`src/lc4_pkg.sv`:
```
package lc4_pkg;

    // data, address and instruction width
    localparam int word_w = 16;
    localparam int reg_sel_w = 3;
    localparam int num_regs = 8;

    // major opcodes, insn[15:12]
    localparam logic [3:0] op_nop = 4'b0000;
    localparam logic [3:0] op_arith = 4'b0001;
    localparam logic [3:0] op_logic = 4'b0101;
    localparam logic [3:0] op_ldr = 4'b0110;
    localparam logic [3:0] op_str = 4'b0111;
    localparam logic [3:0] op_const = 4'b1001;
    localparam logic [3:0] op_hiconst = 4'b1101;

    // arith sub-opcodes, insn[5:3]
    localparam logic [2:0] sub_add = 3'b000;
    localparam logic [2:0] sub_mul = 3'b001;
    localparam logic [2:0] sub_sub = 3'b010;

    // logic sub-opcodes, insn[5:3]
    localparam logic [2:0] sub_and = 3'b000;
    localparam logic [2:0] sub_or = 3'b010;
    localparam logic [2:0] sub_xor = 3'b011;

    // one instruction word seen through its four encodings
    typedef union packed {
        struct packed {
            logic [3:0]           opcode;
            logic [reg_sel_w-1:0] rd;
            logic [reg_sel_w-1:0] rs;
            logic [2:0]           sub;
            logic [reg_sel_w-1:0] rt;
        } rform;
        struct packed {
            logic [3:0]           opcode;
            logic [reg_sel_w-1:0] rd;
            logic [reg_sel_w-1:0] rs;
            logic [5:0]           imm6;
        } mform;
        struct packed {
            logic [3:0]           opcode;
            logic [reg_sel_w-1:0] rd;
            logic [8:0]           imm9;
        } cform;
        struct packed {
            logic [3:0]           opcode;
            logic [reg_sel_w-1:0] rd;
            logic                 spare;
            logic [7:0]           uimm8;
        } hform;
    } lc4_insn_u;

endpackage
```
`src/lc4_dual_core.sv`:
```
`timescale 1ns/10ps

module lc4_dual_core #(
    parameter logic [lc4_pkg::word_w-1:0] RESET_PC_A = '0,
    parameter logic [lc4_pkg::word_w-1:0] RESET_PC_B = 16'h0100
) (
    input  logic                       gwe,
    input  logic                       i_arst_n,
    output logic [lc4_pkg::word_w-1:0] o_pc_a,
    input  logic [lc4_pkg::word_w-1:0] i_insn_a,
    output logic [lc4_pkg::word_w-1:0] o_pc_b,
    input  logic [lc4_pkg::word_w-1:0] i_insn_b,
    output logic                       o_mem_en,
    output logic                       o_mem_we,
    output logic [lc4_pkg::word_w-1:0] o_mem_addr,
    output logic [lc4_pkg::word_w-1:0] o_mem_wdata,
    input  logic [lc4_pkg::word_w-1:0] i_mem_rdata
);
    import lc4_pkg::*;

    // lane to arbiter handshake, one set per lane
    logic              req_a;
    logic              we_a;
    logic [word_w-1:0] addr_a;
    logic [word_w-1:0] wdata_a;
    logic              ack_a;
    logic [word_w-1:0] rdata_a;
    logic              req_b;
    logic              we_b;
    logic [word_w-1:0] addr_b;
    logic [word_w-1:0] wdata_b;
    logic              ack_b;
    logic [word_w-1:0] rdata_b;

    lc4_lane #(.RESET_PC(RESET_PC_A)) lane_a (
        .gwe(gwe), .i_arst_n(i_arst_n), .o_pc(o_pc_a), .i_insn(i_insn_a),
        .o_req(req_a), .o_we(we_a), .o_addr(addr_a), .o_wdata(wdata_a),
        .i_ack(ack_a), .i_rdata(rdata_a)
    );

    lc4_lane #(.RESET_PC(RESET_PC_B)) lane_b (
        .gwe(gwe), .i_arst_n(i_arst_n), .o_pc(o_pc_b), .i_insn(i_insn_b),
        .o_req(req_b), .o_we(we_b), .o_addr(addr_b), .o_wdata(wdata_b),
        .i_ack(ack_b), .i_rdata(rdata_b)
    );

    lc4_dmem_arbiter arbiter (
        .gwe(gwe), .i_arst_n(i_arst_n),
        .i_req_a(req_a), .i_we_a(we_a), .i_addr_a(addr_a), .i_wdata_a(wdata_a),
        .o_ack_a(ack_a), .o_rdata_a(rdata_a),
        .i_req_b(req_b), .i_we_b(we_b), .i_addr_b(addr_b), .i_wdata_b(wdata_b),
        .o_ack_b(ack_b), .o_rdata_b(rdata_b),
        .o_mem_en(o_mem_en), .o_mem_we(o_mem_we), .o_mem_addr(o_mem_addr),
        .o_mem_wdata(o_mem_wdata), .i_mem_rdata(i_mem_rdata)
    );

endmodule

```
`src/lc4_dmem_arbiter.sv`:
```
`timescale 1ns/10ps

module lc4_dmem_arbiter (
    input  logic                       gwe,
    input  logic                       i_arst_n,
    input  logic                       i_req_a,
    input  logic                       i_we_a,
    input  logic [lc4_pkg::word_w-1:0] i_addr_a,
    input  logic [lc4_pkg::word_w-1:0] i_wdata_a,
    output logic                       o_ack_a,
    output logic [lc4_pkg::word_w-1:0] o_rdata_a,
    input  logic                       i_req_b,
    input  logic                       i_we_b,
    input  logic [lc4_pkg::word_w-1:0] i_addr_b,
    input  logic [lc4_pkg::word_w-1:0] i_wdata_b,
    output logic                       o_ack_b,
    output logic [lc4_pkg::word_w-1:0] o_rdata_b,
    output logic                       o_mem_en,
    output logic                       o_mem_we,
    output logic [lc4_pkg::word_w-1:0] o_mem_addr,
    output logic [lc4_pkg::word_w-1:0] o_mem_wdata,
    input  logic [lc4_pkg::word_w-1:0] i_mem_rdata
);
    import lc4_pkg::*;

    localparam logic [1:0] st_idle = 2'd0;
    localparam logic [1:0] st_access = 2'd1;
    localparam logic [1:0] st_capture = 2'd2;
    localparam logic [1:0] st_acked = 2'd3;

    logic [1:0]        state_q;
    // lane b when set, for both owner and last served
    logic              owner_q;
    logic              last_q;
    logic [word_w-1:0] rdata_q;
    logic              any_req;
    logic              owner_req;
    logic              pick_b;

    assign any_req = i_req_a | i_req_b;
    assign owner_req = owner_q ? i_req_b : i_req_a;
    // on a tie the lane not served last wins
    assign pick_b = i_req_b & (~i_req_a | ~last_q);

    always_ff @(posedge gwe or negedge i_arst_n) begin
        if (!i_arst_n) begin
            state_q <= st_idle;
            owner_q <= 1'b0;
            last_q <= 1'b1;
        end else begin
            case (state_q)
                st_idle: begin
                    if (any_req) begin
                        owner_q <= pick_b;
                        state_q <= st_access;
                    end
                end
                st_access: state_q <= st_capture;
                st_capture: state_q <= st_acked;
                st_acked: begin
                    // owner has withdrawn req, so the port is free again
                    if (!owner_req) begin
                        last_q <= owner_q;
                        if (any_req) begin
                            owner_q <= pick_b;
                            state_q <= st_access;
                        end else begin
                            state_q <= st_idle;
                        end
                    end
                end
                default: state_q <= st_idle;
            endcase
        end
    end

    always_ff @(posedge gwe) begin
        if (state_q == st_capture) begin
            rdata_q <= i_mem_rdata;
        end
    end

    assign o_mem_en = (state_q == st_access);
    assign o_mem_we = o_mem_en & (owner_q ? i_we_b : i_we_a);
    assign o_mem_addr = owner_q ? i_addr_b : i_addr_a;
    assign o_mem_wdata = owner_q ? i_wdata_b : i_wdata_a;

    assign o_ack_a = (state_q == st_acked) & ~owner_q;
    assign o_ack_b = (state_q == st_acked) & owner_q;
    assign o_rdata_a = rdata_q;
    assign o_rdata_b = rdata_q;

endmodule

```
`src/lc4_lane.sv`:
```
`timescale 1ns/10ps

module lc4_lane #(
    parameter logic [lc4_pkg::word_w-1:0] RESET_PC = '0
) (
    input  logic                       gwe,
    input  logic                       i_arst_n,
    output logic [lc4_pkg::word_w-1:0] o_pc,
    input  logic [lc4_pkg::word_w-1:0] i_insn,
    output logic                       o_req,
    output logic                       o_we,
    output logic [lc4_pkg::word_w-1:0] o_addr,
    output logic [lc4_pkg::word_w-1:0] o_wdata,
    input  logic                       i_ack,
    input  logic [lc4_pkg::word_w-1:0] i_rdata
);
    import lc4_pkg::*;

    logic [word_w-1:0] pc_q;

    // decode/read stage
    lc4_insn_u            d_insn;
    logic [reg_sel_w-1:0] d_rs_sel;
    logic [reg_sel_w-1:0] d_rt_sel;
    logic [reg_sel_w-1:0] d_rd_sel;
    logic                 d_rs_re;
    logic                 d_rt_re;
    logic                 d_rd_we;
    logic                 d_is_load;
    logic                 d_is_store;
    logic [word_w-1:0]    d_rs_data;
    logic [word_w-1:0]    d_rt_data;

    // execute stage
    lc4_insn_u            x_insn;
    logic [reg_sel_w-1:0] x_rs_sel;
    logic [reg_sel_w-1:0] x_rt_sel;
    logic [reg_sel_w-1:0] x_rd_sel;
    logic                 x_rs_re;
    logic                 x_rt_re;
    logic                 x_rd_we;
    logic                 x_is_load;
    logic                 x_is_store;
    logic [word_w-1:0]    x_rs_q;
    logic [word_w-1:0]    x_rt_q;
    logic [word_w-1:0]    x_rs_fwd;
    logic [word_w-1:0]    x_rt_fwd;
    logic [word_w-1:0]    x_result;

    // writeback stage
    logic                 w_rd_we;
    logic [reg_sel_w-1:0] w_rd_sel;
    logic [word_w-1:0]    w_data;

    logic x_mem;
    logic done;
    logic stall;
    logic ack_wait_q;

    assign d_insn = i_insn;
    assign o_pc = pc_q;

    lc4_decoder u_decoder (
        .i_insn     (d_insn),
        .o_rs_sel   (d_rs_sel),
        .o_rt_sel   (d_rt_sel),
        .o_rd_sel   (d_rd_sel),
        .o_rs_re    (d_rs_re),
        .o_rt_re    (d_rt_re),
        .o_rd_we    (d_rd_we),
        .o_is_load  (d_is_load),
        .o_is_store (d_is_store)
    );

    lc4_regfile u_regfile (
        .gwe       (gwe),
        .i_arst_n  (i_arst_n),
        .i_rs_sel  (d_rs_sel),
        .i_rt_sel  (d_rt_sel),
        .o_rs_data (d_rs_data),
        .o_rt_data (d_rt_data),
        .i_rd_sel  (w_rd_sel),
        .i_rd_we   (w_rd_we),
        .i_rd_data (w_data)
    );

    // writeback to execute bypass
    assign x_rs_fwd = (x_rs_re && w_rd_we && (w_rd_sel == x_rs_sel)) ? w_data : x_rs_q;
    assign x_rt_fwd = (x_rt_re && w_rd_we && (w_rd_sel == x_rt_sel)) ? w_data : x_rt_q;

    lc4_alu u_alu (
        .i_insn   (x_insn),
        .i_rs     (x_rs_fwd),
        .i_rt     (x_rt_fwd),
        .o_result (x_result)
    );

    // req stays low until the previous ack has been withdrawn
    assign x_mem = x_is_load | x_is_store;
    assign o_req = x_mem & ~ack_wait_q;
    assign o_we = x_is_store;
    assign o_addr = x_result;
    assign o_wdata = x_rt_fwd;
    assign done = o_req & i_ack;
    assign stall = x_mem & ~done;

    always_ff @(posedge gwe or negedge i_arst_n) begin
        if (!i_arst_n) begin
            pc_q <= RESET_PC;
            x_insn <= '0;
            x_rs_sel <= '0;
            x_rt_sel <= '0;
            x_rd_sel <= '0;
            x_rs_re <= 1'b0;
            x_rt_re <= 1'b0;
            x_rd_we <= 1'b0;
            x_is_load <= 1'b0;
            x_is_store <= 1'b0;
            w_rd_we <= 1'b0;
            w_rd_sel <= '0;
            ack_wait_q <= 1'b0;
        end else begin
            ack_wait_q <= done | (ack_wait_q & i_ack);
            if (!stall) begin
                pc_q <= pc_q + 1'b1;
                x_insn <= d_insn;
                x_rs_sel <= d_rs_sel;
                x_rt_sel <= d_rt_sel;
                x_rd_sel <= d_rd_sel;
                x_rs_re <= d_rs_re;
                x_rt_re <= d_rt_re;
                x_rd_we <= d_rd_we;
                x_is_load <= d_is_load;
                x_is_store <= d_is_store;
                w_rd_we <= x_rd_we;
                w_rd_sel <= x_rd_sel;
            end else begin
                // bubble into writeback while memory is busy
                w_rd_we <= 1'b0;
            end
        end
    end

    always_ff @(posedge gwe) begin
        if (stall) begin
            // keep operands alive once writeback has moved on
            x_rs_q <= x_rs_fwd;
            x_rt_q <= x_rt_fwd;
        end else begin
            x_rs_q <= d_rs_data;
            x_rt_q <= d_rt_data;
            w_data <= x_is_load ? i_rdata : x_result;
        end
    end

endmodule

```
`src/lc4_alu.sv`:
```
`timescale 1ns/10ps

module lc4_alu (
    input  lc4_pkg::lc4_insn_u         i_insn,
    input  logic [lc4_pkg::word_w-1:0] i_rs,
    input  logic [lc4_pkg::word_w-1:0] i_rt,
    output logic [lc4_pkg::word_w-1:0] o_result
);
    import lc4_pkg::*;

    always_comb begin
        o_result = '0;
        case (i_insn.rform.opcode)
            op_arith: begin
                case (i_insn.rform.sub)
                    sub_add: o_result = i_rs + i_rt;
                    // product keeps only the low word
                    sub_mul: o_result = i_rs * i_rt;
                    sub_sub: o_result = i_rs - i_rt;
                    default: o_result = '0;
                endcase
            end
            op_logic: begin
                case (i_insn.rform.sub)
                    sub_and: o_result = i_rs & i_rt;
                    sub_or:  o_result = i_rs | i_rt;
                    sub_xor: o_result = i_rs ^ i_rt;
                    default: o_result = '0;
                endcase
            end
            op_const: begin
                o_result = {{(word_w-9){i_insn.cform.imm9[8]}}, i_insn.cform.imm9};
            end
            op_hiconst: begin
                o_result = {i_insn.hform.uimm8, i_rs[7:0]};
            end
            op_ldr, op_str: begin
                // effective address, base plus signed offset
                o_result = i_rs + {{(word_w-6){i_insn.mform.imm6[5]}}, i_insn.mform.imm6};
            end
            default: begin
                o_result = '0;
            end
        endcase
    end

endmodule

```
`src/lc4_regfile.sv`:
```
`timescale 1ns/10ps

module lc4_regfile (
    input  logic                          gwe,
    input  logic                          i_arst_n,
    input  logic [lc4_pkg::reg_sel_w-1:0] i_rs_sel,
    input  logic [lc4_pkg::reg_sel_w-1:0] i_rt_sel,
    output logic [lc4_pkg::word_w-1:0]    o_rs_data,
    output logic [lc4_pkg::word_w-1:0]    o_rt_data,
    input  logic [lc4_pkg::reg_sel_w-1:0] i_rd_sel,
    input  logic                          i_rd_we,
    input  logic [lc4_pkg::word_w-1:0]    i_rd_data
);
    import lc4_pkg::*;

    logic [word_w-1:0] regs [num_regs];

    always_ff @(posedge gwe or negedge i_arst_n) begin
        if (!i_arst_n) begin
            for (int i = 0; i < num_regs; i++) begin
                regs[i] <= '0;
            end
        end else if (i_rd_we) begin
            regs[i_rd_sel] <= i_rd_data;
        end
    end

    // write-through so decode sees the value retiring this cycle
    assign o_rs_data = (i_rd_we && (i_rd_sel == i_rs_sel)) ? i_rd_data : regs[i_rs_sel];
    assign o_rt_data = (i_rd_we && (i_rd_sel == i_rt_sel)) ? i_rd_data : regs[i_rt_sel];

endmodule

```
`src/lc4_decoder.sv`:
```
`timescale 1ns/10ps

module lc4_decoder (
    input  lc4_pkg::lc4_insn_u            i_insn,
    output logic [lc4_pkg::reg_sel_w-1:0] o_rs_sel,
    output logic [lc4_pkg::reg_sel_w-1:0] o_rt_sel,
    output logic [lc4_pkg::reg_sel_w-1:0] o_rd_sel,
    output logic                          o_rs_re,
    output logic                          o_rt_re,
    output logic                          o_rd_we,
    output logic                          o_is_load,
    output logic                          o_is_store
);
    import lc4_pkg::*;

    always_comb begin
        // anything not listed below behaves as a NOP
        o_rs_sel = '0;
        o_rt_sel = '0;
        o_rd_sel = '0;
        o_rs_re = 1'b0;
        o_rt_re = 1'b0;
        o_rd_we = 1'b0;
        o_is_load = 1'b0;
        o_is_store = 1'b0;
        case (i_insn.rform.opcode)
            op_arith, op_logic: begin
                o_rs_sel = i_insn.rform.rs;
                o_rt_sel = i_insn.rform.rt;
                o_rd_sel = i_insn.rform.rd;
                o_rs_re = 1'b1;
                o_rt_re = 1'b1;
                o_rd_we = 1'b1;
            end
            op_ldr: begin
                o_rs_sel = i_insn.mform.rs;
                o_rd_sel = i_insn.mform.rd;
                o_rs_re = 1'b1;
                o_rd_we = 1'b1;
                o_is_load = 1'b1;
            end
            op_str: begin
                // store data sits in the rd field but is read on the rt port
                o_rs_sel = i_insn.mform.rs;
                o_rt_sel = i_insn.mform.rd;
                o_rs_re = 1'b1;
                o_rt_re = 1'b1;
                o_is_store = 1'b1;
            end
            op_const: begin
                o_rd_sel = i_insn.cform.rd;
                o_rd_we = 1'b1;
            end
            op_hiconst: begin
                // keeps the low byte of rd, so rd is also a source
                o_rs_sel = i_insn.hform.rd;
                o_rd_sel = i_insn.hform.rd;
                o_rs_re = 1'b1;
                o_rd_we = 1'b1;
            end
            default: begin
                o_rd_we = 1'b0;
            end
        endcase
    end

endmodule

```
`config.mk`:
```
export PLATFORM = sky130hd
export DESIGN_NAME = lc4_dual_core
export DESIGN_NICKNAME = d
export VERILOG_FILES = /design/src/lc4_pkg.sv /design/src/lc4_dual_core.sv /design/src/lc4_dmem_arbiter.sv /design/src/lc4_lane.sv /design/src/lc4_alu.sv /design/src/lc4_regfile.sv /design/src/lc4_decoder.sv
export SDC_FILE = /design/constraint.sdc
export NUM_CORES = 2
export LEC_CHECK = 0
export BUFFER_PORTS_ARGS = -buffer_cell sky130_fd_sc_hd__buf_2
export CELL_PAD_IN_SITES_DETAIL_PLACEMENT = 1
export CELL_PAD_IN_SITES_GLOBAL_PLACEMENT = 1
export CORE_AREA = 10 10 291 293
export CTS_BUF_LIST = sky130_fd_sc_hd__clkbuf_4 sky130_fd_sc_hd__clkbuf_8 sky130_fd_sc_hd__clkbuf_16
export DETAILED_ROUTE_END_ITERATION = 10
export DIE_AREA = 0 0 301 303
export GPL_TIMING_DRIVEN = 0
export PLACE_DENSITY = 0.89
export SYNTH_ARGS = -nofsm -noshare
export SYNTH_HDL_FRONTEND = slang
export SYNTH_SLANG_ARGS = --single-unit
```
`constraint.sdc`:
```
create_clock -name gwe -period 10.5 [get_ports gwe]
set_input_delay 1.575 -clock gwe [delete_from_list [all_inputs] [get_ports gwe]]
set_output_delay 1.575 -clock gwe [all_outputs]
set_load 0.01 [all_outputs]
```
# --- Word-level counts from Yosys, hierarchy flattened ---
# Cells that the tools add are included.
# W data, S select, Z words.
op_classes:
  bitwise: 38
  order_cmp: 8
  eq_ne: 43
  mux: 67
  n_addsub: 8
  reduce_logical: 33
  multipliers: 2
ops:
  columns: ["op", "n"]
  rows:
  - ["$mux W16", 26]
  - ["$bwmux W128", 2]
  - ["$bmux W16 S3", 4]
  - ["$pmux W16 S3", 4]
  - ["$pmux W16 S5", 2]
  - ["$demux W16 S3", 2]
  - ["$add A16 B16 Y16", 4]
  - ["$eq A4 B3 Y1 const B", 12]
  - ["$add A16 B1 Y16 const B", 2]
  - ["$and A16 B16 Y16", 2]
  - ["$eq A4 B4 Y1 const B", 8]
  - ["$mul A16 B16 Y16", 2]
  - ["$or A16 B16 Y16", 2]
  - ["$sub A16 B16 Y16", 2]
  - ["$xor A16 B16 Y16", 2]
  - ["$eq A3 B3 Y1", 8]
  - ["$ge A4 B4 Y1 const B", 6]
  - ["$not A3 Y4", 6]
  - ["$pmux W3 S2", 4]
  - ["$reduce_or A5 Y1", 4]
  - ["$mux W1", 17]
  - ["$eq A4 B1 Y1 const B", 4]
  - ["$logic_and A1 B1 Y1", 14]
  - ["$and A1 B1 Y1", 12]
  - ["other kinds (20)", 48]
word_totals:
  in_bits: 50
  regBits: 474
  wordCells: 251

# --- Logic depth before layout (Yosys ltp) ---
depth:
  ltp_word: 9
  ltp_mapped: 31

# --- Cells and area by module ---
# A second synthesis with hierarchy kept.
hier_totals:
  cells_unflattened: 3550
  area_unflattened_um2: 38873.5
by_module_without_submodules:
  columns: ["module", "cells_each", "area_each_um2", "n_inst"]
  rows:
  - ["lc4_regfile", 452, 7508.5, 2]
  - ["lc4_alu at lane_b.u_alu", 879, 6754.0, 1]
  - ["lc4_alu at lane_a.u_alu", 875, 6723.9, 1]
  - ["lc4_lane at lane_b", 355, 4257.8, 1]
  - ["lc4_lane at lane_a", 355, 4256.6, 1]
  - ["lc4_dmem_arbiter", 104, 1338.8, 1]
  - ["lc4_decoder", 39, 262.8, 2]

# --- Worst setup path before layout ---
# Ideal clock, no wire load.
synth_path:
  kind: "register -> output"
  startpoint: "reg lane_b.w_rd_sel[0]"
  endpoint: "out o_mem_addr[15] (netlist bit)"
  arrival_time_ns: 7.051
  setup_slack_ns: 1.874
  stages_incl_launch_ff: 28
  t_required_ns: 8.925
  cell_sequence: "dfrtp_1 buf_4 xor2_1 nor4_4 buf_6 mux2_2 inv_1 clkbuf_1 nor2_1 fa_1 inv_1 fa_1 inv_1 fa_1 fa_1 inv_1 fa_1 fa_1 xnor2_1 xnor2_1 xnor2_1 xnor2_1 xnor2_1 xnor3_1 o41ai_1 or4_1 a221oi_2 a32oi_1"
synth_between:
  elab_chain_len: 7
  word_cells_on_any_way: 17
  cone_classes: "3 x add/sub; 1 x mul; 2 x eq/ne; 6 x mux; 3 x bitwise; 2 x reduce/logical"
synth_rtl:
  columns: ["item", "line", "rtl"]
  rows:
  - ["from (decl)", "lc4_lane.sv:52", "logic [reg_sel_w-1:0] w_rd_sel;"]
  - ["from (signal assigned)", "lc4_lane.sv:136", "w_rd_sel <= x_rd_sel;"]
  - ["$eq A3 B3 Y1, on equally long branches", "lc4_lane.sv:88, lc4_lane.sv:89", null]
  - ["$logic_and A1 B1 Y1, on equally long branches", "lc4_lane.sv:88, lc4_lane.sv:89", null]
  - ["$mux W16, on equally long branches", "lc4_lane.sv:88, lc4_lane.sv:89", null]
  - ["$mul A16 B16 Y16 (tied with other cells)", "lc4_alu.sv:18", "sub_mul: o_result = i_rs * i_rt;"]
  - ["$pmux W16 S3, on equally long branches", "lc4_alu.sv:15, lc4_alu.sv:24", null]
  - ["$pmux W16 S5 (*)", "lc4_alu.sv:13", "case (i_insn.rform.opcode)"]
  - ["$mux W16 (*)", "lc4_dmem_arbiter.sv:85", "assign o_mem_addr = owner_q ? i_addr_b : i_addr_a;"]
  - ["to (decl)", "lc4_dual_core.sv:15", "output logic [lc4_pkg::word_w-1:0] o_mem_addr,"]
# Every way passes the cells marked *; elsewhere a longest branch is shown, timed or not.

# --- Final worst setup path ---
layout_path:
  startpoint: "reg lane_a.w_rd_sel[2]"
  endpoint: "out o_mem_addr[15] (netlist bit)"
layout_between:
  elab_chain_len: 7
  word_cells_on_any_way: 17
  cone_classes: "3 x add/sub; 1 x mul; 2 x eq/ne; 6 x mux; 3 x bitwise; 2 x reduce/logical"
layout_rtl:
  columns: ["item", "line"]
  rows:
  - ["from (decl)", "lc4_lane.sv:52"]
  - ["from (signal assigned)", "lc4_lane.sv:136"]
  - ["$eq A3 B3 Y1, on equally long branches", "lc4_lane.sv:88, lc4_lane.sv:89"]
  - ["$logic_and A1 B1 Y1, on equally long branches", "lc4_lane.sv:88, lc4_lane.sv:89"]
  - ["$mux W16, on equally long branches", "lc4_lane.sv:88, lc4_lane.sv:89"]
  - ["$mul A16 B16 Y16 (tied with other cells)", "lc4_alu.sv:18"]
  - ["$pmux W16 S3, on equally long branches", "lc4_alu.sv:15, lc4_alu.sv:24"]
  - ["$pmux W16 S5 (*)", "lc4_alu.sv:13"]
  - ["$mux W16 (*)", "lc4_dmem_arbiter.sv:85"]
# Marks and branches as above.

==> results.sh <==
export IMPL_ys_seq_area_frac=0.304
export IMPL_clock_tree_root_cell="clkbuf_16"
export IMPL_die_x_um=301
export IMPL_rsz0062_at_grt="true"
export IMPL_crit_buf_inv=7
export IMPL_initial_utilization=0.486
export IMPL_dp_cells=5668
export IMPL_status="completed"
export IMPL_synth_edff_count=48
export IMPL_grt_pass1_vias=38400
export IMPL_synth_top_area_cell="dfrtp_1"
export IMPL_clockBufferDepth=3
export IMPL_critPathLaunchType="register"
export IMPL_setup_viol=0
export IMPL_finClkSkew_ns=0.0269
export IMPL_fp_dieH_um=303
export IMPL_fin_crit_sh=0.993
export IMPL_cp_slowest_stage_delay_ns=0.56
export IMPL_yosys_warnings=0
export IMPL_cts_tree="done"
export IMPL_core_rowCount=103
export IMPL_dr_pass1_iters=6
export IMPL_h_tree_depth=2
export IMPL_die_area_um2=91200
export IMPL_syn_num_nets=4924
export IMPL_areaGrowthSynthToFinish_pct=11.2
export IMPL_post_place_ws_ns=-0.265
export IMPL_path_common_cell="fa_1"
export IMPL_synth_main_ff_cell="dfrtp_1"
export IMPL_drive_gt1_frac=0.130
export IMPL_crit_required_ns=8.93
export IMPL_synth_seq_cells=468
export IMPL_cp_data_arrival_time_ns=8.85
export IMPL_io_pin_count=116
export IMPL_yosys_top_cells_area="dfrtp_1 23%, nand2_1 8.9%, fa_1 8.4%"
export IMPL_avgSynthCellArea_um2=8.49
export IMPL_critPathSlowestCell="or4_1"
export IMPL_synthArstFlopShare=0.761
export IMPL_synth_distinct_cells=94
export IMPL_max_slew_margin=0.0379
export IMPL_hold_violations=0
export IMPL_critPathKind="register to primary output"
export IMPL_netlist_area_um2=38200
export IMPL_drc=0
export IMPL_nets=5113
export IMPL_overflow=0
export IMPL_grt_start_max_net_pins=125
export IMPL_setup_slack_ns=0.0724
export IMPL_path_clk_slew_ns=0.06
export IMPL_dp_hpwl_mm=121
export IMPL_core_um2=78600
export IMPL_gp_congestion=1.01
export IMPL_final_cells=5781
export IMPL_synth_top_area_frac=0.232
export IMPL_ant_nets=0
export IMPL_synth_cells=4499
export IMPL_wl_mm=163
export IMPL_antenna_found_initial=13
export IMPL_cp_max_fo=10
export IMPL_tightest_slew_ns=1.43
export IMPL_crit_family="adder cells"
export IMPL_io_buffers=114
export IMPL_slew_violations=0
export IMPL_fmax_mhz=95.9
export IMPL_min_period_ns=10.43
export IMPL_via_per_inst=6.55
export IMPL_grt_pass1_wl_mm=242
export IMPL_drt_iter0_drc=4670
export IMPL_track_usage=0.347
export IMPL_worst_setup_path_end_kind="primary output"
export IMPL_min_path_type="register to register"
export IMPL_vias=37900
export IMPL_clkLatencyLatePin_ns=0.64
export IMPL_whs_ns=0.473
export IMPL_cap_viol_max_count=0
export IMPL_cts_buffers=52
export IMPL_cts_num_sinks=468
export IMPL_cts_hold_fix_buffers=0
export IMPL_wl_per_cell_um=28.3
## state kept, by name (all words and copies together) (netlist names), 13 cells and up
| signal | flops |
|---|---|
| lane_a.u_regfile.regs | 128 |
| lane_b.x_rs_q | 16 |
| lane_a.x_rs_q | 16 |
| lane_b.x_insn | 13 |
| lane_b.u_regfile.regs | 128 |
| lane_a.w_data | 16 |
| lane_a.x_insn | 13 |
| lane_b.x_rt_q | 16 |
| lane_b.w_data | 16 |
| lane_b.o_pc | 16 |
| arbiter.o_rdata_a | 16 |
| lane_a.o_pc | 16 |
| lane_a.x_rt_q | 16 |
## path summary, 6_finish.rpt
kind / startpoint / endpoint / slack [ns] / depth (start not counted)
worst max-delay path: lane_a.w_rd_sel[2] / o_mem_addr[15] / 0.07 / 28
worst min-delay path: lane_a.o_pc[15] / lane_a.o_pc[15] / 0.47 / 1
worst max register to register: lane_a.w_rd_sel[2] / lane_a.w_data[15] / 2.12 / 27
worst min register to register: lane_a.o_pc[15] / lane_a.o_pc[15] / 0.47 / 1
max in group asynchronous: i_arst_n / lane_b.u_regfile.regs[94] / 7.72 / 4
min in group asynchronous: i_arst_n / lane_a.u_regfile.regs[127] / 0.81 / 1
## layout by cell type, fill, tap and decap left out, types with 24 or more instances in the layout
| cell type | count |
|---|---|
| a21oi_1 | 156 |
| clkbuf_16 | 52 |
| nand3_1 | 167 |
| a311oi_1 | 66 |
| nand2_1 | 901 |
| fa_1 | 160 |
| buf_1 | 24 |
| xor2_1 | 40 |
| nor2_1 | 326 |
| buf_2 | 116 |
| mux2_2 | 280 |
| a31oi_1 | 82 |
| o211ai_1 | 81 |
| ha_1 | 215 |
| nor3_1 | 37 |
| and3_1 | 79 |
| dfxtp_1 | 64 |
| o21ai_0 | 176 |
| a22oi_1 | 33 |
| edfxtp_1 | 48 |
| dfrtp_1 | 354 |
| clkbuf_1 | 227 |
| buf_4 | 31 |
| nand2b_1 | 29 |
| inv_1 | 315 |
| xnor2_1 | 160 |
| mux2i_1 | 62 |
## routing by layer
metal	routed length, um	vias to the layer above	global-route usage
met5	85	-	0
met4	8080	12	0.153
met3	18600	536	0.0843
met2	70800	2400	0.528
met1	65800	19100	0.464
li1	-	15800	-
## logic make-up after synthesis
| family | Yosys count | share of synthesized area |
|---|---|---|
| buffers and inverters | 627 | 0.0624 |
| adders and majority gates | 384 | 0.157 |
| and+or+nand+nor | 1676 | 0.190 |
| muxes | 361 | 0.104 |
| AOI/OAI and AO/OA | 779 | 0.135 |
| DFF | 468 | 0.304 |
| xor gates and xnor gates | 204 | 0.0477 |
## synthesized netlist by cell type, drive strengths merged (39+ instances only)
| library cell | count |
|---|---|
| ha | 215 |
| nor2 | 326 |
| dfxtp | 64 |
| nor3 | 39 |
| mux2 | 282 |
| clkbuf | 251 |
| o21ai | 184 |
| fa | 160 |
| a311oi | 66 |
| and3 | 79 |
| o211ai | 81 |
| dfrtp | 354 |
| nand3 | 167 |
| xnor2 | 161 |
| edfxtp | 48 |
| inv | 333 |
| xor2 | 41 |
| a21oi | 157 |
| mux2i | 79 |
| a31oi | 82 |
| nand2 | 904 |
## per-stage QoR
step,TNS [ns],area [um2],utilization
6_report,0,42500,0.541
5_1_grt,-0.0638,42500,0.541
4_1_cts,-0.0280,42200,0.537
3_5_place_dp,-0.482,40200,0.512
3_3_place_gp,-0.578,40100,0.510
2_1_floorplan,0,38200,-
## timing repair
action,in CTS,in global routing
setup endpoints to repair,8,7
pin swaps,2,3
setup buffers,11,16
gates resized for setup,44,38
gates cloned,0,0
## final cells by class
class	count	area [um2]
Multi-Input combinational cell	3404	24400
Buffer	274	1100
Antenna cell	2	5.00
Inverter	341	1320
Clock inverter	24	290
Tap cell	1050	1310
Clock buffer	71	1500
Fill cell	9391	36100
Sequential cell	468	11600
Timing Repair Buffer	147	920
Power is not shown: default switching activity piles up to over one toggle a cycle in this logic, so the estimate is an artifact.
